File: src/common/lease_cache_settings.svh
`ifndef LEASE_CACHE_SETTINGS_SVH
`define LEASE_CACHE_SETTINGS_SVH

// address and data widths
`define LC_ADDR_W       16  // word address
`define LC_DATA_W       32

// cache geometry
`define LC_BLOCK_WORDS  4   // words per block, one burst
`define LC_SETS         8
`define LC_WAYS         2   // way_t is a single bit

// lease hardware
`define LC_LLT_ENTRIES  8   // lookup table depth
`define LC_LEASE_W      8   // remaining-lease counter

`endif
File: src/common/lease_pkg.sv
`include "lease_cache_settings.svh"

package lease_pkg;

	typedef logic [`LC_LEASE_W-1:0] lease_t;   // remaining lease of a line

	// word address without the block offset
	typedef logic [`LC_ADDR_W-$clog2(`LC_BLOCK_WORDS)-1:0] block_addr_t;
	typedef logic [$clog2(`LC_LLT_ENTRIES)-1:0]            llt_index_t;

	typedef struct packed {
		block_addr_t block_addr;
		lease_t      lease;       // zero means bypass
	} llt_entry_t;

	typedef enum logic [1:0] {
		LOP_NONE,
		LOP_HIT,   // age the set, renew the hit line
		LOP_MISS   // age the set, pick victim and swap
	} lease_op_e;

endpackage

File: src/common/cache_pkg.sv
`include "lease_cache_settings.svh"

package cache_pkg;

	// word address split
	// ----------------------------------------
	localparam int OFFSET_W = $clog2(`LC_BLOCK_WORDS);
	localparam int SET_W    = $clog2(`LC_SETS);
	localparam int TAG_W    = `LC_ADDR_W - SET_W - OFFSET_W;

	typedef logic [`LC_ADDR_W-1:0] word_addr_t;    // {tag, set, offset}
	typedef logic [TAG_W-1:0]      tag_t;
	typedef logic [SET_W-1:0]      set_t;
	typedef logic [OFFSET_W-1:0]   offset_t;       // word within block
	typedef logic                  way_t;          // two ways

	// controller sequencing
	// ----------------------------------------
	typedef enum logic [2:0] {
		ST_IDLE,        // sample request, hit check
		ST_LEASE_WAIT,  // miss, waiting on victim and swap
		ST_WRITEBACK,   // dirty victim out to memory
		ST_REFILL,      // block burst into victim way
		ST_BYPASS,      // single word, nothing cached
		ST_RESPOND      // hit answer to the core
	} ctrl_state_e;

	// memory commands to the wishbone master
	typedef enum logic [1:0] {
		MOP_READ_BLOCK,
		MOP_WRITE_BLOCK,
		MOP_READ_WORD,
		MOP_WRITE_WORD
	} mem_op_e;

endpackage

File: src/common/lease_if.sv
`timescale 1ns/100ps

// controller <-> lease policy
interface lease_if import cache_pkg::*; import lease_pkg::*; ();

	lease_op_e   op;          // single cycle strobe
	set_t        set;
	way_t        hit_way;     // only meaningful with LOP_HIT
	block_addr_t block_addr;  // table search key

	// miss answer, two cycles after LOP_MISS
	logic        done;
	way_t        victim_way;  // held until the next miss
	logic        swap;        // missed block gets cached

	modport ctrl (
		output op, set, hit_way, block_addr,
		input  done, victim_way, swap
	);

	modport policy (
		input  op, set, hit_way, block_addr,
		output done, victim_way, swap
	);

endinterface

File: src/common/mem_xfer_if.sv
`timescale 1ns/100ps
`include "lease_cache_settings.svh"

// controller <-> wishbone master command channel
interface mem_xfer_if import cache_pkg::*; ();

	logic                  req;     // held until done
	mem_op_e               op;
	word_addr_t            addr;    // block base on block ops
	logic [`LC_DATA_W-1:0] wdata;   // sampled per beat on writes

	offset_t               beat;    // current word of the transfer
	logic [`LC_DATA_W-1:0] rdata;
	logic                  rvalid;  // one pulse per returned word
	logic                  done;    // one cycle after the last ack

	modport ctrl (
		output req, op, addr, wdata,
		input  beat, rdata, rvalid, done
	);

	modport master (
		input  req, op, addr, wdata,
		output beat, rdata, rvalid, done
	);

endinterface

File: src/lease_cache_top.sv
`timescale 1ns/100ps
`include "lease_cache_settings.svh"

module lease_cache_top import cache_pkg::*; import lease_pkg::*; (
	input  logic                  clock_i,
	input  logic                  resetn_i,

	// core port
	input  logic                  core_req_i,
	input  logic                  core_we_i,
	input  word_addr_t            core_addr_i,
	input  logic [`LC_DATA_W-1:0] core_wdata_i,
	output logic [`LC_DATA_W-1:0] core_rdata_o,
	output logic                  core_done_o,
	output logic                  core_hit_o,

	// lease table programming
	input  logic                  llt_wren_i,
	input  llt_index_t            llt_index_i,
	input  llt_entry_t            llt_entry_i,

	// wishbone classic master
	output logic                  wb_cyc_o,
	output logic                  wb_stb_o,
	output logic                  wb_we_o,
	output word_addr_t            wb_adr_o,
	output logic [`LC_DATA_W-1:0] wb_dat_o,
	input  logic [`LC_DATA_W-1:0] wb_dat_i,
	input  logic                  wb_ack_i,

	output logic                  flag_hit_o,
	output logic                  flag_miss_o,
	output logic                  flag_writeback_o,
	output logic                  flag_swap_o
);

	set_t                  st_lookup_set;
	logic                  st_hit;
	way_t                  st_hit_way;
	logic [`LC_DATA_W-1:0] st_rd_data;
	tag_t                  st_victim_tag;
	logic                  st_victim_dirty;
	logic                  st_wr_en;
	way_t                  st_wr_way;
	offset_t               st_wr_offset;
	logic [`LC_DATA_W-1:0] st_wr_data;
	tag_t                  st_fill_tag;
	logic                  st_fill_done;
	logic                  st_set_dirty;
	tag_t                  core_tag;

	mem_xfer_if mem_bus ();
	lease_if    lease_bus ();

	assign core_tag = core_addr_i[`LC_ADDR_W-1 -: TAG_W];

	cache_controller i_ctrl (
		.clock_i          (clock_i),
		.resetn_i         (resetn_i),
		.core_req_i       (core_req_i),
		.core_we_i        (core_we_i),
		.core_addr_i      (core_addr_i),
		.core_wdata_i     (core_wdata_i),
		.core_rdata_o     (core_rdata_o),
		.core_done_o      (core_done_o),
		.core_hit_o       (core_hit_o),
		.lookup_set_o     (st_lookup_set),
		.hit_i            (st_hit),
		.hit_way_i        (st_hit_way),
		.rd_data_i        (st_rd_data),
		.victim_tag_i     (st_victim_tag),
		.victim_dirty_i   (st_victim_dirty),
		.wr_en_o          (st_wr_en),
		.wr_way_o         (st_wr_way),
		.wr_offset_o      (st_wr_offset),
		.wr_data_o        (st_wr_data),
		.fill_tag_o       (st_fill_tag),
		.fill_done_o      (st_fill_done),
		.set_dirty_o      (st_set_dirty),
		.lease_bus        (lease_bus.ctrl),
		.mem_bus          (mem_bus.ctrl),
		.flag_hit_o       (flag_hit_o),
		.flag_miss_o      (flag_miss_o),
		.flag_writeback_o (flag_writeback_o),
		.flag_swap_o      (flag_swap_o)
	);

	// read offset shares the controller's word select
	cache_store i_store (
		.clock_i         (clock_i),
		.resetn_i        (resetn_i),
		.lookup_set_i    (st_lookup_set),
		.lookup_tag_i    (core_tag),
		.lookup_offset_i (st_wr_offset),
		.hit_o           (st_hit),
		.hit_way_o       (st_hit_way),
		.rd_data_o       (st_rd_data),
		.victim_way_i    (lease_bus.victim_way),
		.victim_tag_o    (st_victim_tag),
		.victim_dirty_o  (st_victim_dirty),
		.wr_en_i         (st_wr_en),
		.wr_way_i        (st_wr_way),
		.wr_offset_i     (st_wr_offset),
		.wr_data_i       (st_wr_data),
		.fill_tag_i      (st_fill_tag),
		.fill_done_i     (st_fill_done),
		.set_dirty_i     (st_set_dirty)
	);

	lease_policy i_policy (
		.clock_i     (clock_i),
		.resetn_i    (resetn_i),
		.llt_wren_i  (llt_wren_i),
		.llt_index_i (llt_index_i),
		.llt_entry_i (llt_entry_i),
		.lease_bus   (lease_bus.policy)
	);

	wb_block_master i_wb (
		.clock_i  (clock_i),
		.resetn_i (resetn_i),
		.mem_bus  (mem_bus.master),
		.wb_cyc_o (wb_cyc_o),
		.wb_stb_o (wb_stb_o),
		.wb_we_o  (wb_we_o),
		.wb_adr_o (wb_adr_o),
		.wb_dat_o (wb_dat_o),
		.wb_dat_i (wb_dat_i),
		.wb_ack_i (wb_ack_i)
	);

endmodule

File: src/wb_block_master.sv
`timescale 1ns/100ps
`include "lease_cache_settings.svh"

module wb_block_master import cache_pkg::*; (
	input  logic                  clock_i,
	input  logic                  resetn_i,
	mem_xfer_if.master            mem_bus,
	output logic                  wb_cyc_o,
	output logic                  wb_stb_o,
	output logic                  wb_we_o,
	output word_addr_t            wb_adr_o,
	output logic [`LC_DATA_W-1:0] wb_dat_o,
	input  logic [`LC_DATA_W-1:0] wb_dat_i,
	input  logic                  wb_ack_i
);

	offset_t beat_q;
	logic    is_block;
	logic    is_write;
	logic    last_beat;
	logic    launch;   // raise stb for the next word

	assign is_block  = (mem_bus.op == MOP_READ_BLOCK) || (mem_bus.op == MOP_WRITE_BLOCK);
	assign is_write  = (mem_bus.op == MOP_WRITE_BLOCK) || (mem_bus.op == MOP_WRITE_WORD);
	assign last_beat = !is_block || (beat_q == offset_t'(`LC_BLOCK_WORDS-1));

	// new command, or the idle cycle between words of a block
	assign launch = (!wb_cyc_o && mem_bus.req && !mem_bus.done) || (wb_cyc_o && !wb_stb_o);

	assign mem_bus.beat   = beat_q;
	assign mem_bus.rdata  = wb_dat_i;
	assign mem_bus.rvalid = wb_stb_o & wb_ack_i & ~wb_we_o;

	always_ff @(posedge clock_i) begin
		if (!resetn_i) begin
			wb_cyc_o     <= 1'b0;
			wb_stb_o     <= 1'b0;
			wb_we_o      <= 1'b0;
			beat_q       <= '0;
			mem_bus.done <= 1'b0;
		end else begin
			mem_bus.done <= 1'b0;
			if (launch) begin
				wb_cyc_o <= 1'b1;
				wb_stb_o <= 1'b1;
				wb_we_o  <= is_write;
			end else if (wb_stb_o && wb_ack_i) begin
				wb_stb_o <= 1'b0;
				if (last_beat) begin
					wb_cyc_o     <= 1'b0;
					wb_we_o      <= 1'b0;
					beat_q       <= '0;
					mem_bus.done <= 1'b1;
				end else
					beat_q <= beat_q + 1'b1;   // cyc stays up over the burst
			end
		end
	end

	// address and write data, wdata already follows beat_q
	always_ff @(posedge clock_i) begin
		if (launch) begin
			wb_adr_o <= mem_bus.addr + word_addr_t'(beat_q);
			wb_dat_o <= mem_bus.wdata;
		end
	end

	a_stb_in_cyc: assert property (@(posedge clock_i) disable iff (!resetn_i)
		wb_stb_o |-> wb_cyc_o);

endmodule

File: src/cache_ctrl/cache_controller.sv
`timescale 1ns/100ps
`include "lease_cache_settings.svh"

module cache_controller import cache_pkg::*; import lease_pkg::*; (
	input  logic                  clock_i,
	input  logic                  resetn_i,

	// core port
	input  logic                  core_req_i,
	input  logic                  core_we_i,
	input  word_addr_t            core_addr_i,
	input  logic [`LC_DATA_W-1:0] core_wdata_i,
	output logic [`LC_DATA_W-1:0] core_rdata_o,
	output logic                  core_done_o,
	output logic                  core_hit_o,

	// cache store
	output set_t                  lookup_set_o,
	input  logic                  hit_i,
	input  way_t                  hit_way_i,
	input  logic [`LC_DATA_W-1:0] rd_data_i,
	input  tag_t                  victim_tag_i,
	input  logic                  victim_dirty_i,
	output logic                  wr_en_o,
	output way_t                  wr_way_o,
	output offset_t               wr_offset_o,     // also the store read offset
	output logic [`LC_DATA_W-1:0] wr_data_o,
	output tag_t                  fill_tag_o,
	output logic                  fill_done_o,
	output logic                  set_dirty_o,

	lease_if.ctrl                 lease_bus,
	mem_xfer_if.ctrl              mem_bus,

	// performance pulses
	output logic                  flag_hit_o,
	output logic                  flag_miss_o,
	output logic                  flag_writeback_o,
	output logic                  flag_swap_o
);

	ctrl_state_e state_q;
	logic        replay_q;   // request is back after a refill
	logic        start;
	logic        hit_wr;
	logic        refill_wr;
	tag_t        core_tag;
	set_t        core_set;
	offset_t     core_off;

	assign {core_tag, core_set, core_off} = core_addr_i;

	// core_done_o high means the held request is already answered
	assign start = core_req_i & ~core_done_o;

	// store access
	// ----------------------------------------
	assign hit_wr    = (state_q == ST_IDLE) && start && hit_i && core_we_i;
	assign refill_wr = (state_q == ST_REFILL) && mem_bus.rvalid;

	assign lookup_set_o = core_set;
	assign wr_en_o      = hit_wr | refill_wr;
	assign wr_way_o     = (state_q == ST_REFILL) ? lease_bus.victim_way : hit_way_i;
	assign wr_data_o    = (state_q == ST_REFILL) ? mem_bus.rdata : core_wdata_i;
	assign set_dirty_o  = hit_wr;                  // store hit, replay included
	assign fill_tag_o   = core_tag;
	assign fill_done_o  = (state_q == ST_REFILL) && mem_bus.done;

	// beat drives the offset while a block moves
	assign wr_offset_o = (state_q == ST_WRITEBACK || state_q == ST_REFILL) ?
		mem_bus.beat : core_off;

	// lease policy, the replay leaves leases alone
	// ----------------------------------------
	assign lease_bus.set        = core_set;
	assign lease_bus.hit_way    = hit_way_i;
	assign lease_bus.block_addr = {core_tag, core_set};

	always_comb begin
		lease_bus.op = LOP_NONE;
		if (state_q == ST_IDLE && start && !replay_q)
			lease_bus.op = hit_i ? LOP_HIT : LOP_MISS;
	end

	// memory commands, held by state until done
	// ----------------------------------------
	assign mem_bus.wdata = (state_q == ST_WRITEBACK) ? rd_data_i : core_wdata_i;

	always_comb begin
		mem_bus.req  = 1'b0;
		mem_bus.op   = MOP_READ_WORD;
		mem_bus.addr = core_addr_i;
		case (state_q)
			ST_WRITEBACK: begin
				mem_bus.req  = 1'b1;
				mem_bus.op   = MOP_WRITE_BLOCK;
				mem_bus.addr = {victim_tag_i, core_set, offset_t'(0)}; // old line base
			end
			ST_REFILL: begin
				mem_bus.req  = 1'b1;
				mem_bus.op   = MOP_READ_BLOCK;
				mem_bus.addr = {core_tag, core_set, offset_t'(0)};
			end
			ST_BYPASS: begin
				mem_bus.req = 1'b1;
				mem_bus.op  = core_we_i ? MOP_WRITE_WORD : MOP_READ_WORD;
			end
			default: ;
		endcase
	end

	// FSM
	// ----------------------------------------
	always_ff @(posedge clock_i) begin
		if (!resetn_i) begin
			state_q          <= ST_IDLE;
			replay_q         <= 1'b0;
			core_done_o      <= 1'b0;
			core_hit_o       <= 1'b0;
			flag_hit_o       <= 1'b0;
			flag_miss_o      <= 1'b0;
			flag_writeback_o <= 1'b0;
			flag_swap_o      <= 1'b0;
		end else begin
			core_done_o      <= 1'b0;   // all pulses
			core_hit_o       <= 1'b0;
			flag_hit_o       <= 1'b0;
			flag_miss_o      <= 1'b0;
			flag_writeback_o <= 1'b0;
			flag_swap_o      <= 1'b0;
			case (state_q)
				ST_IDLE: begin
					if (start && hit_i) begin
						flag_hit_o <= ~replay_q;
						state_q    <= ST_RESPOND;
					end else if (start) begin
						flag_miss_o <= 1'b1;
						state_q     <= ST_LEASE_WAIT;
					end
				end
				ST_LEASE_WAIT: begin
					if (lease_bus.done) begin
						flag_swap_o <= lease_bus.swap;
						if (!lease_bus.swap)
							state_q <= ST_BYPASS;
						else if (victim_dirty_i) begin
							flag_writeback_o <= 1'b1;
							state_q          <= ST_WRITEBACK;
						end else
							state_q <= ST_REFILL;
					end
				end
				ST_WRITEBACK: if (mem_bus.done) state_q <= ST_REFILL;
				ST_REFILL: begin
					if (mem_bus.done) begin
						replay_q <= 1'b1;   // line is in, serve it as a hit
						state_q  <= ST_IDLE;
					end
				end
				ST_BYPASS: begin
					if (mem_bus.done) begin
						core_done_o <= 1'b1;
						state_q     <= ST_IDLE;
					end
				end
				ST_RESPOND: begin
					core_done_o <= 1'b1;
					core_hit_o  <= ~replay_q;
					replay_q    <= 1'b0;
					state_q     <= ST_IDLE;
				end
				default: state_q <= ST_IDLE;
			endcase
		end
	end

	// read data, lines up with core_done_o
	always_ff @(posedge clock_i) begin
		if (state_q == ST_RESPOND)
			core_rdata_o <= rd_data_i;
		else if (state_q == ST_BYPASS && mem_bus.rvalid)
			core_rdata_o <= mem_bus.rdata;
	end

	// core request must not drop before it is answered
	a_core_req_held: assert property (@(posedge clock_i) disable iff (!resetn_i)
		core_req_i && !core_done_o |=> core_req_i);

	a_done_pulse: assert property (@(posedge clock_i) disable iff (!resetn_i)
		core_done_o |=> !core_done_o);

endmodule

File: src/cache_ctrl/cache_store.sv
`timescale 1ns/100ps
`include "lease_cache_settings.svh"

module cache_store import cache_pkg::*; (
	input  logic                  clock_i,
	input  logic                  resetn_i,
	input  set_t                  lookup_set_i,
	input  tag_t                  lookup_tag_i,
	input  offset_t               lookup_offset_i,
	output logic                  hit_o,
	output way_t                  hit_way_o,
	output logic [`LC_DATA_W-1:0] rd_data_o,
	input  way_t                  victim_way_i,
	output tag_t                  victim_tag_o,
	output logic                  victim_dirty_o,
	input  logic                  wr_en_i,
	input  way_t                  wr_way_i,
	input  offset_t               wr_offset_i,
	input  logic [`LC_DATA_W-1:0] wr_data_i,
	input  tag_t                  fill_tag_i,
	input  logic                  fill_done_i,
	input  logic                  set_dirty_i
);

	tag_t                  tag_q   [`LC_WAYS][`LC_SETS];
	logic [`LC_WAYS-1:0]   valid_q [`LC_SETS];
	logic [`LC_WAYS-1:0]   dirty_q [`LC_SETS];
	logic [`LC_DATA_W-1:0] data_q  [`LC_WAYS][`LC_SETS][`LC_BLOCK_WORDS];
	logic [`LC_WAYS-1:0]   way_match;
	way_t                  rd_way;

	// two-way compare
	always_comb begin
		for (int w = 0; w < `LC_WAYS; w++)
			way_match[w] = valid_q[lookup_set_i][w] && (tag_q[w][lookup_set_i] == lookup_tag_i);
	end

	assign hit_o     = |way_match;
	assign hit_way_o = way_match[1];

	// on a miss the read port follows the victim, for writeback
	assign rd_way         = hit_o ? hit_way_o : victim_way_i;
	assign rd_data_o      = data_q[rd_way][lookup_set_i][lookup_offset_i];
	assign victim_tag_o   = tag_q[victim_way_i][lookup_set_i];
	assign victim_dirty_o = valid_q[lookup_set_i][victim_way_i] & dirty_q[lookup_set_i][victim_way_i];

	// line state
	// ----------------------------------------
	always_ff @(posedge clock_i) begin
		if (!resetn_i) begin
			for (int s = 0; s < `LC_SETS; s++) begin
				valid_q[s] <= '0;
				dirty_q[s] <= '0;
			end
		end else if (fill_done_i) begin
			valid_q[lookup_set_i][wr_way_i] <= 1'b1;
			dirty_q[lookup_set_i][wr_way_i] <= 1'b0;   // fresh copy of memory
		end else if (wr_en_i && set_dirty_i)
			dirty_q[lookup_set_i][wr_way_i] <= 1'b1;
	end

	always_ff @(posedge clock_i) begin
		if (fill_done_i)
			tag_q[wr_way_i][lookup_set_i] <= fill_tag_i;
		if (wr_en_i)
			data_q[wr_way_i][lookup_set_i][wr_offset_i] <= wr_data_i;
	end

endmodule

File: src/lease/lease_policy.sv
`timescale 1ns/100ps
`include "lease_cache_settings.svh"

module lease_policy import cache_pkg::*; import lease_pkg::*; (
	input  logic       clock_i,
	input  logic       resetn_i,
	input  logic       llt_wren_i,
	input  llt_index_t llt_index_i,
	input  llt_entry_t llt_entry_i,
	lease_if.policy    lease_bus
);

	lease_t lease_q [`LC_SETS][`LC_WAYS];   // remaining lease per line
	lease_t llt_lease;                      // lookup result, one cycle late
	logic   hit_q;
	logic   miss_q;
	set_t   set_q;
	way_t   way_q;
	way_t   victim;

	lease_lookup_table i_llt (
		.clock_i       (clock_i),
		.resetn_i      (resetn_i),
		.wren_i        (llt_wren_i),
		.index_i       (llt_index_i),
		.entry_i       (llt_entry_i),
		.search_addr_i (lease_bus.block_addr),
		.lease_o       (llt_lease)
	);

	// expired way first, else the shorter lease, way 0 on a tie
	assign victim = (lease_q[set_q][0] == '0) ? 1'b0 :
		(lease_q[set_q][1] == '0) ? 1'b1 : (lease_q[set_q][1] < lease_q[set_q][0]);

	always_ff @(posedge clock_i) begin
		set_q <= lease_bus.set;
		way_q <= lease_bus.hit_way;
	end

	// lease counting
	// ----------------------------------------
	always_ff @(posedge clock_i) begin
		if (!resetn_i) begin
			for (int s = 0; s < `LC_SETS; s++)
				for (int w = 0; w < `LC_WAYS; w++)
					lease_q[s][w] <= '0;
			hit_q                <= 1'b0;
			miss_q               <= 1'b0;
			lease_bus.done       <= 1'b0;
			lease_bus.swap       <= 1'b0;
			lease_bus.victim_way <= 1'b0;
		end else begin
			hit_q          <= (lease_bus.op == LOP_HIT);
			miss_q         <= (lease_bus.op == LOP_MISS);
			lease_bus.done <= miss_q;
			// age every other line of the set, saturating at zero
			if (lease_bus.op != LOP_NONE) begin
				for (int w = 0; w < `LC_WAYS; w++) begin
					if ((lease_bus.op == LOP_MISS || way_t'(w) != lease_bus.hit_way) &&
							lease_q[lease_bus.set][w] != '0)
						lease_q[lease_bus.set][w] <= lease_q[lease_bus.set][w] - 1'b1;
				end
			end
			if (hit_q)
				lease_q[set_q][way_q] <= llt_lease;   // renew from table
			if (miss_q) begin
				lease_bus.victim_way <= victim;
				lease_bus.swap       <= (llt_lease != '0);
				if (llt_lease != '0)
					lease_q[set_q][victim] <= llt_lease;
			end
		end
	end

	// miss answer comes exactly two cycles after the request
	a_done_latency: assert property (@(posedge clock_i) disable iff (!resetn_i)
		lease_bus.done |-> $past(lease_bus.op, 2) == LOP_MISS);

endmodule

File: src/lease/lease_lookup_table.sv
`timescale 1ns/100ps
`include "lease_cache_settings.svh"

module lease_lookup_table import lease_pkg::*; (
	input  logic        clock_i,
	input  logic        resetn_i,
	input  logic        wren_i,
	input  llt_index_t  index_i,
	input  llt_entry_t  entry_i,
	input  block_addr_t search_addr_i,
	output lease_t      lease_o
);

	llt_entry_t                entry_q [`LC_LLT_ENTRIES];
	logic [`LC_LLT_ENTRIES-1:0] valid_q;
	lease_t                    match_lease;

	// associative search, walk down so the lowest match wins
	always_comb begin
		match_lease = '0;   // not in table means bypass
		for (int i = `LC_LLT_ENTRIES-1; i >= 0; i--) begin
			if (valid_q[i] && entry_q[i].block_addr == search_addr_i)
				match_lease = entry_q[i].lease;
		end
	end

	always_ff @(posedge clock_i) begin
		if (!resetn_i) begin
			valid_q <= '0;
			lease_o <= '0;
		end else begin
			lease_o <= match_lease;
			if (wren_i)
				valid_q[index_i] <= 1'b1;
		end
	end

	always_ff @(posedge clock_i) begin
		if (wren_i)
			entry_q[index_i] <= entry_i;
	end

endmodule

File: config.mk
export PLATFORM = sky130hd
export DESIGN_NAME = lease_cache_top
export DESIGN_NICKNAME = d
export VERILOG_FILES = /design/src/common/lease_pkg.sv /design/src/common/cache_pkg.sv /design/src/common/lease_if.sv /design/src/common/mem_xfer_if.sv /design/src/lease_cache_top.sv /design/src/wb_block_master.sv /design/src/cache_ctrl/cache_controller.sv /design/src/cache_ctrl/cache_store.sv /design/src/lease/lease_policy.sv /design/src/lease/lease_lookup_table.sv
export VERILOG_INCLUDE_DIRS = /design/src /design/src/common
export SDC_FILE = /design/constraint.sdc
export NUM_CORES = 2
export LEC_CHECK = 0
export BUFFER_PORTS_ARGS = -buffer_cell sky130_fd_sc_hd__buf_2
export CAP_MARGIN = 20
export CORE_AREA = 2 2 745 450
export DETAILED_ROUTE_END_ITERATION = 8
export DIE_AREA = 0 0 747 452
export PLACE_DENSITY = 0.55
export SYNTH_ARGS = -nofsm -noshare
export SYNTH_HDL_FRONTEND = slang
export SYNTH_SLANG_ARGS = --single-unit
File: constraint.sdc
create_clock -name clock_i -period 5.85 [get_ports clock_i]
set_input_delay 0.585 -clock clock_i [delete_from_list [all_inputs] [get_ports clock_i]]
set_output_delay 0.585 -clock clock_i [all_outputs]
set_load 0.01 [all_outputs]
==> impl_summary.log <==
[metrics] minimum clock period: about 5.7 ns
[metrics] library cell contributing the largest single delay on the critical path: sky130_fd_sc_hd__dfxtp_1
[metrics] FF+latch count, synth: ~2700
[metrics] Worst Tran Pin Value: between 1 and 1.5 ns
[metrics] antenna violations before repair: 26
[metrics] Cell Area, Synth: between 0.1 and 0.15 mm²
[metrics] ratio of final minimum period to clock period: 97.9%
[metrics] sequential area share after synthesis: 73.5%
[metrics] commonest non-fill, non-tap cell in the layout: sky130_fd_sc_hd__edfxtp_1
[metrics] relative slew slack: between 20% and 30%
[metrics] combined global-route utilization of all metal layers: between 20% and 30%
[metrics] setup repair after global routing missed its margin: no
[metrics] Starting Density: 32.9%
[metrics] Die Y-Extent: about 450 µm
[metrics] DP Wirelength: approximately 250 mm
[metrics] count of distinct cell types in the synthesized netlist: 97
[metrics] power per unit of standard cell area: ~330 mW/mm²
[metrics] dominant register cell in the synthesized netlist: sky130_fd_sc_hd__edfxtp_1
[metrics] Initial DRT Pass Iterations: 6
[metrics] number of max-slew violations in the final report: 0
[metrics] reg-to-reg setup timing slack: between 0.1 and 0.15 ns
[metrics] number of flops mapped to enable cells by yosys: 2624
[metrics] Maximum Capacitance Violations: 0
[metrics] Port Buffer Count: 199
[metrics] Die Footprint: between 0.3 and 0.4 mm²
[metrics] vias in the first global route: roughly 64000
[metrics] largest clock skew in the final design: approximately 0.095 ns
[metrics] layout overhead on the synthesized area: 18.5%
[metrics] I/O pin count: 200
[metrics] Placement Cell Area: ~0.12 mm²
[metrics] worst-path maximum fanout: 21
[metrics] worst-path cell chain: buf_4 -> nor2_1 -> a221oi_1 -> o22a_1 -> ha_1 -> a21o_1 -> a21o_1 -> a21oi_1 -> o21ai_0 -> a21oi_1 -> a32o_1 -> buf_4 -> nor3b_1 -> buf_4 -> nand3b_1
[metrics] fill cell instance count of the final layout: ~30000
[metrics] Setup WS pre-CTS: -0.143 ns
[metrics] total number of vias: 68500
[metrics] placeable core region: between 0.3 and 0.4 mm²
[metrics] die extent in x: between 700 and 800 µm
[metrics] maximum number of pins on one net before global-route repair: 71
[metrics] routed vias/inst: 5.75
[metrics] fraction of layout cells with a size suffix above 1: between 20% and 30%
[metrics] number of instances in the synthesized netlist: approximately 6700
[metrics] critical path class: reg2reg
[metrics] worst hold slack after final layout: around 0.047 ns
[metrics] post-cts repair resize count: 0
[metrics] Yosys Warn Count: 0
[metrics] post-placement cell count: 11400
[metrics] Critical Path Max Stage Delay: between 0.9 and 1 ns
[metrics] critical path data required time: between 6 and 7 ns
[metrics] crit end category: flop
[metrics] total congestion overflow after global routing: 0
[metrics] buffers inserted during post-CTS setup optimization: 0
[metrics] post-route ant nets: 0
[metrics] most frequent cells in the layout: sky130_fd_sc_hd__edfxtp_1 (2624), sky130_fd_sc_hd__nand2_1 (558), sky130_fd_sc_hd__mux2i_1 (521), sky130_fd_sc_hd__buf_4 (395), sky130_fd_sc_hd__clkbuf_16 (281)
[metrics] WL/cell: roughly 32 µm
[metrics] worst-case clock buffer depth: 4
[metrics] Total Nets Final: around 7400
[metrics] total nets after synthesis: 6814
[metrics] global-route wire length before repair: about 530 mm
[metrics] routability congestion estimate from global placement: 0.919
[metrics] residual DRC count: 0
[metrics] class of the tightest hold or removal check: in2reg
[metrics] non-filler cells, final: between 10000 and 15000
[metrics] final setup violation count: 0
[metrics] floorplan row count: 164
[metrics] Layout Cell Area excl Fill: approximately 0.13 mm²
[metrics] initial DRC count: 11700
[metrics] clock buffers created by TritonCTS: 271
[metrics] number of clock sinks: ~2700
[metrics] Hold Violations, Final: 0
[metrics] root buf cell: sky130_fd_sc_hd__clkbuf_16
[metrics] share of async-settable or async-resettable flops after synthesis: 0%
[metrics] fmax: approximately 170 MHz
[metrics] clock tree from TritonCTS: yes
[metrics] arrival time reported for the critical path endpoint: 6.21 ns
[metrics] H-tree depth reported by CTS: 5
[metrics] clock-pin transition on the worst setup and hold timing paths: approximately 0.070 ns
[metrics] Lkg Pwr: ~43 nW
[metrics] most numerous cell on the critical path: sky130_fd_sc_hd__buf_4
[metrics] post-synthesis average cell area: roughly 16 µm²
[metrics] overall power of the completed layout: roughly 0.042 W
[metrics] IR drop worst, VDD: ~0.00019 V
[metrics] Skew-Pair Late Insertion Delay: around 0.90 ns
[metrics] PnR worst setup slack: 0.122 ns
[metrics] run status: complete, no violations
[metrics] detailed-route wire length: between 300 and 400 mm
[metrics] Critical Path Source Type: flop
## stage by stage
| step | util (%) | TNS, ns |
|---|---|---|
| floorplan | - | 0 |
| global placement | 36.2 | -0.678 |
| finish | 38.9 | 0 |
| CTS | 38.9 | 0 |
| detailed placement | 36.2 | -0.505 |
| global route | 38.9 | 0 |
## synthesized netlist by cell type, types with 116 or more instances
| master | instances | area, µm² |
|---|---|---|
| sky130_fd_sc_hd__edfxtp_1 | 2624 | 78800 |
| sky130_fd_sc_hd__nand2_1 | 601 | 2260 |
| sky130_fd_sc_hd__mux2i_1 | 521 | 5220 |
| sky130_fd_sc_hd__nor2_1 | 364 | 1370 |
| sky130_fd_sc_hd__clkbuf_1 | 246 | 923 |
| sky130_fd_sc_hd__a21oi_1 | 242 | 1210 |
| sky130_fd_sc_hd__mux4_2 | 184 | 4140 |
| sky130_fd_sc_hd__o22ai_1 | 148 | 926 |
| sky130_fd_sc_hd__a22oi_1 | 147 | 1100 |
| sky130_fd_sc_hd__o21ai_0 | 147 | 736 |
| sky130_fd_sc_hd__xnor2_1 | 134 | 1170 |
| sky130_fd_sc_hd__o31ai_1 | 116 | 871 |
## per-layer routing
| layer | GRT usage (%) | share of wire [%] | up-vias |
|---|---|---|---|
| li1 | - | - | 27900 |
| met2 | 30.7 | 41 | 4450 |
| met1 | 33.6 | 44 | 35600 |
| met5 | 0 | 0.014 | - |
| met3 | 5.86 | 13 | 617 |
| met4 | 5.88 | 3.0 | 6 |
## path summary, 6_finish.rpt
kind,start,to,cells past startpoint
setup / recovery,i_policy.set_q[0]$_DFF_P_,i_policy.lease_q[2][3]$_DFFE_PP_,15
hold / removal,core_wdata_i[25],i_wb.wb_dat_o[25]$_DFFE_PP_,3
setup reg to reg,i_policy.set_q[0]$_DFF_P_,i_policy.lease_q[2][3]$_DFFE_PP_,15
hold reg to reg,i_policy.i_llt.entry_q[0][5]$_DFFE_PP_,i_policy.i_llt.lease_o[5]$_SDFF_PN0_,2
## power breakdown
part | switching (W) | internal [W]
sequential | 0.000133 | 0.0213
clock | 0.00747 | 0.00992
combinational | 0.00233 | 0.00120
total | 0.00994 | 0.0324
## critical path, delay by kind of cell, from the launching register on
family	cells	cell delay [ns]
AOI/OAI and AO/OA	8	2.26
adders and majority gates	1	0.29
buffers and inverters	3	0.95
DFF	1	0.94
and+or+nand+nor	3	0.88
## registers in the layout, summed over array words and instances, names as in the netlist, 2 cells and up, named ones only
name                    cells
i_store.valid_q            16
i_policy.i_llt.valid_q      8
i_store.data_q           2048
i_wb.wb_adr_o              16
i_policy.i_llt.lease_o      8
i_policy.set_q              3
i_wb.wb_dat_o              32
i_ctrl.state_q              3
i_ctrl.core_rdata_o        32
i_store.tag_q             176
i_policy.lease_q          128
i_wb.mem_bus.beat           2
i_policy.i_llt.entry_q    176
i_store.dirty_q            16
## cell families after synthesis
group,synth area share (%)
buf+inv,1.94
compound gates,7.84
simple gates,5.62
xor+xnor,1.20
mux,9.76
fa+ha+maj,0.179
flops,73.5
## cell type report
type	count	area (µm²)	share of cell area [%]
diodes	7	17.5	0.0136
clock inverters	143	1380	1.07
clock buffers	332	7260	5.63
inverters	22	82.6	0.0640
multi-input cells	3564	27700	21.4
well taps	4399	5500	4.27
flip-flops and latches	2682	80000	62.0
repair buffers	768	7100	5.51
## what timing repair did
item | CTS | global route
setup endpoints to repair | 0 | 0
hold endpoints to repair | 58 | 0
hold buffers | 35 | 0
(Power assumes the default switching activity.)
